$ cat config.mk
export PLATFORM = sky130hd
export DESIGN_NAME = conv_accel_top
export DESIGN_NICKNAME = d
export VERILOG_FILES = /design/src/rtl/conv_pkg.sv /design/src/rtl/conv_accel_top.sv /design/src/rtl/leaky_relu.sv /design/src/rtl/conv_engine.sv /design/src/rtl/kernel_store.sv /design/src/rtl/axis_slice.sv
export SDC_FILE = /design/constraint.sdc
export NUM_CORES = 2
export LEC_CHECK = 0
export ABC_AREA = 1
export BUFFER_PORTS_ARGS = -buffer_cell sky130_fd_sc_hd__buf_2
export CAP_MARGIN = 20
export CORE_MARGIN = 10
export CORE_UTILIZATION = 60
export DETAILED_ROUTE_END_ITERATION = 12
export PLACE_DENSITY_LB_ADDON = 0.05
export SLEW_MARGIN = 20
export SYNTH_ARGS = -nofsm -noshare
export SYNTH_HDL_FRONTEND = slang
export SYNTH_SLANG_ARGS = --single-unit
$ cat constraint.sdc
create_clock -name aclk -period 6.52 [get_ports aclk]
set_input_delay 0.978 -clock aclk [delete_from_list [all_inputs] [get_ports aclk]]
set_output_delay 0.978 -clock aclk [all_outputs]
set_load 0.01 [all_outputs]
$ cat src/rtl/conv_pkg.sv
package conv_pkg;

  localparam int WORD_WIDTH  = 8;
  localparam int ACC_WIDTH   = 32;
  localparam int KERNEL      = 3;
  localparam int UNITS       = 2;
  // Two extra rows give the 3-high kernel its edges
  localparam int UNITS_EDGES = UNITS + KERNEL - 1;

  localparam int COLS_MAX    = 384;
  localparam int COL_BITS    = $clog2(COLS_MAX);

  typedef logic [COL_BITS-1:0] col_t;

  typedef logic signed [WORD_WIDTH-1:0] weight_t;
  typedef logic signed [ACC_WIDTH-1:0]  sum_t;

  // Image column, row 0 in words[0]
  typedef struct packed {
    logic [UNITS_EDGES-1:0][WORD_WIDTH-1:0] words;
    logic                                   is_lrelu;
    logic                                   last;
  } pixel_beat_t;

  // One kernel column, kernel row i in column[i]
  typedef struct packed {
    weight_t [KERNEL-1:0] column;
    logic                 last;
  } weight_beat_t;

  // Indexed as [row][col]
  typedef weight_t [KERNEL-1:0][KERNEL-1:0] kernel_t;

  typedef struct packed {
    sum_t [UNITS-1:0] sums;
    logic             is_lrelu;
    logic             last;
  } conv_beat_t;

endpackage
$ cat src/rtl/conv_accel_top.sv
module conv_accel_top #(
  parameter int LRELU_SHIFT = 3
) (
  input  logic                   aclk,
  input  logic                   rst,

  input  conv_pkg::pixel_beat_t  s_pixels,
  input  logic                   s_pixels_valid,
  output logic                   s_pixels_ready,

  input  conv_pkg::weight_beat_t s_weights,
  input  logic                   s_weights_valid,
  output logic                   s_weights_ready,

  output conv_pkg::conv_beat_t   m_out,
  output logic                   m_out_valid,
  input  logic                   m_out_ready
);
  import conv_pkg::*;

  weight_beat_t weights_q;
  logic         weights_q_valid;
  logic         weights_q_ready;

  pixel_beat_t  pixels_q;
  logic         pixels_q_valid;
  logic         pixels_q_ready;

  kernel_t      kernel;
  logic         kernel_valid;
  logic         frame_active;

  conv_beat_t   conv;
  logic         conv_valid;
  logic         conv_ready;

  axis_slice #(
    .payload_t (weight_beat_t)
  ) weight_slice_inst (
    .aclk    (aclk),
    .rst     (rst),
    .s_data  (s_weights),
    .s_valid (s_weights_valid),
    .s_ready (s_weights_ready),
    .m_data  (weights_q),
    .m_valid (weights_q_valid),
    .m_ready (weights_q_ready)
  );

  kernel_store kernel_store_inst (
    .aclk         (aclk),
    .rst          (rst),
    .s_weights    (weights_q),
    .s_valid      (weights_q_valid),
    .s_ready      (weights_q_ready),
    .frame_active (frame_active),
    .kernel       (kernel),
    .kernel_valid (kernel_valid)
  );

  axis_slice #(
    .payload_t (pixel_beat_t)
  ) pixel_slice_inst (
    .aclk    (aclk),
    .rst     (rst),
    .s_data  (s_pixels),
    .s_valid (s_pixels_valid),
    .s_ready (s_pixels_ready),
    .m_data  (pixels_q),
    .m_valid (pixels_q_valid),
    .m_ready (pixels_q_ready)
  );

  conv_engine conv_engine_inst (
    .aclk         (aclk),
    .rst          (rst),
    .s_pixels     (pixels_q),
    .s_valid      (pixels_q_valid),
    .s_ready      (pixels_q_ready),
    .kernel       (kernel),
    .kernel_valid (kernel_valid),
    .frame_active (frame_active),
    .m_conv       (conv),
    .m_valid      (conv_valid),
    .m_ready      (conv_ready)
  );

  leaky_relu #(
    .LRELU_SHIFT (LRELU_SHIFT)
  ) leaky_relu_inst (
    .aclk    (aclk),
    .rst     (rst),
    .s_conv  (conv),
    .s_valid (conv_valid),
    .s_ready (conv_ready),
    .m_out   (m_out),
    .m_valid (m_out_valid),
    .m_ready (m_out_ready)
  );

endmodule

$ cat src/rtl/leaky_relu.sv
module leaky_relu #(
  parameter int LRELU_SHIFT = 3
) (
  input  logic                 aclk,
  input  logic                 rst,
  input  conv_pkg::conv_beat_t s_conv,
  input  logic                 s_valid,
  output logic                 s_ready,
  output conv_pkg::conv_beat_t m_out,
  output logic                 m_valid,
  input  logic                 m_ready
);
  import conv_pkg::*;

  conv_beat_t act;

  assign s_ready = !m_valid || m_ready;

  always_comb begin
    act = s_conv;
    for (int u = 0; u < UNITS; u++) begin
      // Negative slope of 2^-LRELU_SHIFT
      if (s_conv.is_lrelu && ($signed(s_conv.sums[u]) < 0)) begin
        act.sums[u] = $signed(s_conv.sums[u]) >>> LRELU_SHIFT;
      end
    end
  end

  always_ff @(posedge aclk) begin
    if (rst) begin
      m_valid <= 1'b0;
    end else if (s_ready) begin
      m_valid <= s_valid;
    end
  end

  always_ff @(posedge aclk) begin
    if (s_valid && s_ready) begin
      m_out <= act;
    end
  end

endmodule

$ cat src/rtl/conv_engine.sv
module conv_engine (
  input  logic                  aclk,
  input  logic                  rst,
  input  conv_pkg::pixel_beat_t s_pixels,
  input  logic                  s_valid,
  output logic                  s_ready,
  input  conv_pkg::kernel_t     kernel,
  input  logic                  kernel_valid,
  output logic                  frame_active,
  output conv_pkg::conv_beat_t  m_conv,
  output logic                  m_valid,
  input  logic                  m_ready
);
  import conv_pkg::*;

  localparam col_t FIRST_OUT_COL = col_t'(KERNEL - 1);

  // Dot product of unit u's pixels with kernel column j
  sum_t col_dot [UNITS][KERNEL];

  sum_t s1_dot [UNITS][KERNEL];
  logic s1_valid;
  logic s1_has_out;
  logic s1_lrelu;
  logic s1_last;

  // part_a holds cols c-2 and c-1 for the next output, part_b col c-1 only
  sum_t part_a [UNITS];
  sum_t part_b [UNITS];

  col_t col_cnt;
  logic in_frame;
  logic advance;
  logic take;

  // Whole pipeline holds while the output waits
  assign advance = !(m_valid && !m_ready);
  assign s_ready = kernel_valid && advance;
  assign take    = s_valid && s_ready;

  // Also covers the cycle in which the first column is taken
  assign frame_active = in_frame || (s_valid && kernel_valid);

  always_comb begin
    for (int u = 0; u < UNITS; u++) begin
      for (int j = 0; j < KERNEL; j++) begin
        col_dot[u][j] = '0;
        for (int i = 0; i < KERNEL; i++) begin
          col_dot[u][j] += sum_t'($signed(kernel[i][j]))
                         * sum_t'($signed({1'b0, s_pixels.words[u + i]}));
        end
      end
    end
  end

  always_ff @(posedge aclk) begin
    if (rst) begin
      col_cnt  <= '0;
      in_frame <= 1'b0;
    end else if (take) begin
      col_cnt  <= s_pixels.last ? '0 : col_cnt + 1'b1;
      in_frame <= !s_pixels.last;
    end
  end

  // Stage one
  always_ff @(posedge aclk) begin
    if (rst) begin
      s1_valid <= 1'b0;
    end else if (advance) begin
      s1_valid <= take;
    end
  end

  always_ff @(posedge aclk) begin
    if (take) begin
      s1_dot     <= col_dot;
      s1_has_out <= (col_cnt >= FIRST_OUT_COL);
      s1_lrelu   <= s_pixels.is_lrelu;
      s1_last    <= s_pixels.last;
    end
  end

  // Stage two
  always_ff @(posedge aclk) begin
    if (rst) begin
      m_valid <= 1'b0;
    end else if (advance) begin
      m_valid <= s1_valid && s1_has_out;
    end
  end

  always_ff @(posedge aclk) begin
    if (advance && s1_valid) begin
      for (int u = 0; u < UNITS; u++) begin
        m_conv.sums[u] <= part_a[u] + s1_dot[u][2];
        part_a[u]      <= part_b[u] + s1_dot[u][1];
        part_b[u]      <= s1_dot[u][0];
      end
      m_conv.is_lrelu <= s1_lrelu;
      m_conv.last     <= s1_last;
    end
  end

endmodule

$ cat src/rtl/kernel_store.sv
module kernel_store (
  input  logic                   aclk,
  input  logic                   rst,
  input  conv_pkg::weight_beat_t s_weights,
  input  logic                   s_valid,
  output logic                   s_ready,
  input  logic                   frame_active,
  output conv_pkg::kernel_t      kernel,
  output logic                   kernel_valid
);
  import conv_pkg::*;

  localparam int CNT_BITS = $clog2(KERNEL);
  localparam logic [CNT_BITS-1:0] LAST_COL = CNT_BITS'(KERNEL - 1);

  logic [CNT_BITS-1:0] beat_cnt;
  logic                take;
  logic                at_last_col;

  // No kernel changes while a frame runs through the engine
  assign s_ready     = !frame_active;
  assign take        = s_valid && s_ready;
  assign at_last_col = (beat_cnt == LAST_COL);

  always_ff @(posedge aclk) begin
    if (rst) begin
      beat_cnt     <= '0;
      kernel_valid <= 1'b0;
    end else if (take) begin
      if (at_last_col || s_weights.last) begin
        beat_cnt     <= '0;
        // Only a complete kernel closed by last is usable
        kernel_valid <= at_last_col && s_weights.last;
      end else begin
        beat_cnt     <= beat_cnt + 1'b1;
        kernel_valid <= 1'b0;
      end
    end
  end

  always_ff @(posedge aclk) begin
    if (take) begin
      for (int i = 0; i < KERNEL; i++) begin
        kernel[i][beat_cnt] <= s_weights.column[i];
      end
    end
  end

endmodule

$ cat src/rtl/axis_slice.sv
module axis_slice #(
  parameter type payload_t = logic [7:0]
) (
  input  logic     aclk,
  input  logic     rst,
  input  payload_t s_data,
  input  logic     s_valid,
  output logic     s_ready,
  output payload_t m_data,
  output logic     m_valid,
  input  logic     m_ready
);

  payload_t skid_data;
  logic     skid_valid;
  logic     take;
  logic     load_out;

  // Ready comes from a register, never from m_ready
  assign s_ready  = !skid_valid;
  assign take     = s_valid && s_ready;
  assign load_out = m_ready || !m_valid;

  always_ff @(posedge aclk) begin
    if (rst) begin
      m_valid    <= 1'b0;
      skid_valid <= 1'b0;
    end else if (load_out) begin
      m_valid    <= skid_valid || take;
      skid_valid <= 1'b0;
    end else if (take) begin
      // Output is stalled, park the beat
      skid_valid <= 1'b1;
    end
  end

  always_ff @(posedge aclk) begin
    if (load_out) begin
      m_data <= skid_valid ? skid_data : s_data;
    end
    if (take) begin
      skid_data <= s_data;
    end
  end

endmodule

### After elaboration in Yosys (flattened, before gate mapping)

Memories as Yosys holds them, arrays and structs flattened.
Index checks and enable logic that the tools add are counted.

* div/mod/pow operators: 0
* add/sub/neg operators: 18
* reduce and logical (&&, ||, !) cells: 32
* muxes and demuxes: 14
* bitwise operators: 0
* magnitude comparators: 5
* eq/ne operators: 1
* shift operators: 0
* multipliers: 18

Operators with widths (count)
* adder 32 bit: 16
* multiplier 8 x 9 -> 17 bit: 18
* bitwise mux 24 bit: 3
* < comparator 32 x 1 -> 1 bit (second input constant): 2
* two-way mux 31 bit: 2
* two-way mux 34 bit: 1
* two-way mux 25 bit: 1
* demux 8 bit (select 2 bit): 1
* logical AND 1 bit: 14
* adder 9 x 1 -> 9 bit (second input constant): 1
* >= comparator 9 x 2 -> 1 bit (second input constant): 1
* zero test 1 bit: 9
* two-way mux 9 bit: 1
* two-way mux 8 bit: 1
* logical OR 1 bit: 7
* OR reduction 2 bit: 2
* < comparator 2 x 3 -> 1 bit (second input constant): 1
* two-way mux 1 bit: 3
* adder 2 x 1 -> 2 bit (second input constant): 1
* == test 2 bit (second input constant): 1
* >= comparator 2 x 1 -> 1 bit (second input constant): 1
* two-way mux 2 bit: 1

* flip-flop bits (word level): 537
* word-level logic and storage cells: 147
* input bits: 64
* memory bits (writable): 128
* ROM bits: 0
* bits in latches: 0
* memories kept: 2

Memories
* conv_engine_inst.part_a: depth 2, bits a word 32, rd ports 2, clocked after memory_dff 0, write ports 2, RTL line conv_engine.sv:28 `sum_t part_a [UNITS];`
* conv_engine_inst.part_b: depth 2, bits a word 32, rd ports 2, clocked after memory_dff 0, write ports 2, RTL line conv_engine.sv:29 `sum_t part_b [UNITS];`

### Depth between registers and ports, before layout

* depth in word-level cells: 8
* mapped depth: 34
* depth with buffers taken out: 32

### By module

Synthesis repeated with hierarchy kept, for this count alone.

* cells, all modules: 8300
* area total of the unflattened synthesis: 70472.6 um2

By module, submodules not included
* conv_engine: cells an instance 7601, sequential area each 8798.4 um2, area each 60658.2 um2, times used 1
* leaky_relu: cells an instance 266, sequential area each 2001.9 um2, area each 2941.6 um2, times used 1
* axis_slice (pixel_slice_inst): cells an instance 190, sequential area each 2082.0 um2, area each 2610.0 um2, times used 1
* kernel_store: cells an instance 100, sequential area each 2222.1 um2, area each 2349.8 um2, times used 1
* axis_slice (weight_slice_inst): cells an instance 143, sequential area each 1541.5 um2, area each 1913.1 um2, times used 1

### Least setup slack after synthesis

OpenSTA, ideal clock, no wires.

* kind: flip-flop to flip-flop
* start point: reg pixel_slice_inst.m_data[17] in the netlist's numbering
* end point: reg conv_engine_inst.s1_dot[87] in the netlist's numbering, data pin
* clock period less this slack: 5.978 ns
* path buffers: 2
* stages on the path, launching flop included: 28
* arrival: 5.714 ns
* slack: 0.542 ns
* path through: edfxtp_1 > clkbuf_1 > buf_1 > nand2_1 > fa_1 > fa_1 > inv_1 > fa_1 > inv_1 > fa_1 > inv_1 > ha_1 > a21oi_1 > nand2_1 > nand2_1 > nand2_1 > a21oi_1 > inv_1 > nand2_1 > nand2_1 > fa_1 > inv_1 > ha_1 > nand2_1 > nor4_1 > nand2_2 > nand4_2 > nand2_1

RTL lines
* start, declared: RTL line axis_slice.sv:9 `output payload_t m_data,`
* start signal, assigned: RTL line axis_slice.sv:39 `m_data <= skid_valid ? skid_data : s_data;`
* end signal, assigned: RTL line conv_engine.sv:77 `s1_dot <= col_dot;`
* end, declared: RTL line conv_engine.sv:21 `sum_t s1_dot [UNITS][KERNEL];`

==> results_tabular.tex <==
\begin{tabular}{lr}
\hline
Metric & Value \\
\hline
\multicolumn{2}{l}{\textbf{CTS}} \\
CTS tree & done \\
Max H-tree Level & 3 \\
TritonCTS Buffers & 77 \\
Number of clock sinks & 665 \\
Root buffer selected by CTS & clkbuf\_16 \\
Maximum buffer depth of the clock tree & 3 \\
CTS hold repair buffers & 0 \\
Register clock-pin slew on the reported worst setup and hold paths & 0.07 ns \\
Clock insertion delay at the later pin of the skew report & 0.71 ns \\
\multicolumn{2}{l}{\textbf{STA}} \\
Transition time of the tightest slew-check pin & 1.15 ns \\
Number of hold violations in the final report & 0 \\
Final max-slew violation count & 0 \\
Post-route clock period utilization & 0.955 \\
Clock skew & 0.0456 ns \\
Number of setup violations in the final report & 0 \\
Upper clock frequency limit & 161 MHz \\
Post-layout min period & 6.22 ns \\
Worst relative slew slack & 0.235 \\
\multicolumn{2}{l}{\textbf{Min path}} \\
Classification of the worst-slack hold path & reg2reg \\
Worst hold start & conv\_engine\_inst.s1\_dot[178] \\
\multicolumn{2}{l}{\textbf{Critical path}} \\
Worst setup path startpoint & pixel\_slice\_inst.m\_data[14] \\
CP endpoint kind & flop \\
WP data arrival & 6.65 ns \\
Worst r2r src & pixel\_slice\_inst.m\_data[14] \\
Category of the critical setup timing path & reg2reg \\
Data required time of the worst path & 6.95 ns \\
Largest fanout of any net on the critical path & 20 \\
Launching element type of the critical path & flop \\
\multicolumn{2}{l}{\textbf{Synthesis}} \\
Most frequent cells after synthesis & nand2\_1, inv\_1, ha\_1 \\
Mapped Avg Cell Area & 7.74 um2 \\
Number of cells produced by synthesis & 10629 \\
Main combinational cell family by area after synthesis & adder cells \\
Xor/xnor cell area share of the yosys netlist & 0.0323 \\
Post-Syn Area & 82300 um2 \\
Synth Area in Simple Gates & 0.192 \\
Top post-synthesis cells by area & edfxtp\_1, fa\_1, ha\_1 \\
Yosys warnings & 0 \\
Proportion of synthesized chip area in sequential cells & 0.240 \\
Syn Nets & 12476 \\
Area share of fa/ha/maj cells after synthesis & 0.342 \\
Cell taking the most area after synthesis & edfxtp\_1 \\
Most common cell in the netlist & nand2\_1 \\
Compound-gate portion of the synthesized area & 0.0452 \\
Netlist cell types & 50 \\
Number of enable-type register cells in the synthesized netlist & 645 \\
Area share of the largest cell type after synthesis & 0.235 \\
Ys async rst share & 0 \\
Post-synthesis register bit count & 665 \\
Dominant synthesized flop cell & edfxtp\_1 \\
Multiplexer area fraction after synthesis & 0.000274 \\
\multicolumn{2}{l}{\textbf{Global route}} \\
Wire length of the first global-routing pass & 339000 um \\
Initial antenna violation count & 11 \\
Global-route usage over all layers & 0.279 \\
Maximum number of pins on one net before global-route repair & 133 \\
Overall overflow remaining after global route & 0 \\
Via count of the first global-routing pass & 65345 \\
\multicolumn{2}{l}{\textbf{Die}} \\
Starting Density & 0.606 \\
Count of boundary I/O pins & 133 \\
Number of core rows & 135 \\
Core area & 136000 um2 \\
Horiz. Die Dim & 390 um \\
Vertical die dimension & 390 um \\
DIE AREA & 152000 um2 \\
\multicolumn{2}{l}{\textbf{Place}} \\
Number of input and output port buffers inserted & 132 \\
Number of cells after detailed placement & 12454 \\
Final weighted congestion in routability-driven placement & 0.941 \\
Half-perimeter wire length of the detailed placement result & 176000 um \\
\multicolumn{2}{l}{\textbf{Route}} \\
Post-DR vias/cell & 5.18 \\
Routed wire length & 213000 um \\
Post-route DRC & 0 \\
DR WL/cell & 16.8 um \\
Iteration-0 DRC Markers & 4836 \\
Pre-Repair DR Iteration Count & 6 \\
Count of antenna-violating nets left after detailed routing & 0 \\
DR vias & 65616 \\
\multicolumn{2}{l}{\textbf{Layout}} \\
Synth-to-Final Area Change & 8.55\% \\
Diode count & 0 \\
Post-layout net count & 12681 \\
Cell Count, Final, Fillers Out & 12669 \\
Ratio of cells with drive above 1 in the final layout & 0.0575 \\
\multicolumn{2}{l}{\textbf{Status}} \\
Run status & completed \\
\multicolumn{2}{l}{\textbf{Job}} \\
Count of maximum capacitance violations & 0 \\
\hline
\end{tabular}
registers in the layout, summed over array words and instances (netlist names), 2 cells and up:
register	count
conv_engine_inst.part_b	64
conv_engine_inst.m_conv	66
leaky_relu_inst.m_out	66
conv_engine_inst.s1_dot	192
conv_engine_inst.part_a	64
weight_slice_inst.skid_data	25
kernel_store_inst.beat_cnt	2
kernel_store_inst.kernel	72
weight_slice_inst.m_data	25
pixel_slice_inst.skid_data	34
conv_engine_inst.col_cnt	9
pixel_slice_inst.m_data	34
logic make-up (layout without fill, tap and decap cells):
group                    after synthesis  count (layout)
AO/OA/AOI/OAI                        682             682
XOR/XNOR                             303             303
adder cells (fa/ha/maj)             1783            1783
buffers and inverters               3231            3490
flip-flops                           665             665
multiplexers                           2               2
AND/OR/NAND/NOR                     3963            3963
placed cells by master (no fill, tap or decap), types with 6 or more instances in the layout:
master	instances
bufinv_16	6
nand3_2	15
clkbuf_1	15
fa_1	777
dfxtp_1	20
o21ai_2	8
clkinv_1	6
a21o_1	11
nor2_1	468
nor2_2	7
nor3_1	52
a31oi_1	37
clkbuf_16	85
buf_2	132
a21oi_1	380
ha_1	1002
edfxtp_1	645
xor2_1	246
xnor2_1	55
nand3_1	338
a21oi_2	6
nor4_1	7
inv_1	2946
o21bai_1	53
buf_12	35
buf_4	232
nand4_1	39
nand2_2	36
o21ai_1	8
inv_6	8
clkinv_2	7
o21ai_0	160
nand2_1	2970
final timing paths:
check                                        end  slack [ns]  depth (start not counted)
setup reg to reg     conv_engine_inst.s1_dot[26]        0.30                         26
setup / recovery     conv_engine_inst.s1_dot[26]        0.30                         26
hold / removal    conv_engine_inst.part_b[0][18]        0.41                          0
hold reg to reg   conv_engine_inst.part_b[0][18]        0.41                          0
per-layer routing:
metal | track usage | vias to the layer above | share of wire
li1 | - | 32190 | -
met1 | 0.370 | 31083 | 0.43
met2 | 0.462 | 1978 | 0.46
met3 | 0.0475 | 363 | 0.072
met4 | 0.0944 | 2 | 0.036
met5 | 0 | - | 0.000061
through the flow:
| stage | TNS, ns | area (um2) | hold WS [ns] | utilization | setup slack [ns] |
|---|---|---|---|---|---|
| 3_3_place_gp | 0 | 85900 | 0.403 | 0.633 | 0.339 |
| 5_1_grt | -0.00521 | 89300 | 0.420 | 0.657 | -0.00387 |
| 6_report | 0 | 89300 | 0.407 | 0.657 | 0.296 |
| 4_1_cts | 0 | 88400 | 0.413 | 0.651 | 0.176 |
| 3_5_place_dp | 0 | 85900 | 0.405 | 0.633 | 0.223 |
| 2_1_floorplan | 0 | 82300 | 0.400 | - | 0.542 |
critical path: stages (launching register included):
cell       delay, ns
edfxtp_1        0.52
buf_4           0.23
clkbuf_16       0.22
nand2_1         0.09
inv_1           0.04
ha_1            0.30
fa_1            0.48
ha_1            0.29
inv_1           0.05
fa_1            0.47
inv_1           0.04
ha_1            0.21
fa_1            0.50
nand3_1         0.11
nand3_1         0.13
nand2_1         0.09
nand2_1         0.08
a21oi_1         0.17
xor2_1          0.13
fa_1            0.55
inv_1           0.07
ha_1            0.38
nand2_1         0.12
nor4_1          0.34
nand2_1         0.11
nand3_2         0.15
nand2_1         0.07
layout make-up:
type                            instances  area, um2
Sequential cell                       665      19800
Tap cell                             1781       2230
Clock buffer                           98       2110
Clock inverter                         35        403
Inverter                             2954      11100
Timing Repair Buffer                  403       3200
Multi-Input combinational cell       6733      50500
Fill cell                           11863      46500
timing repair:
item,CTS,global route
resized for setup,0,18
endpoints found under the hold margin,0,0
buffers inserted,0,78
endpoints found under the setup margin,0,86
Power is not shown: default switching activity piles up to over one toggle a cycle in this logic, so the estimate is an artifact.
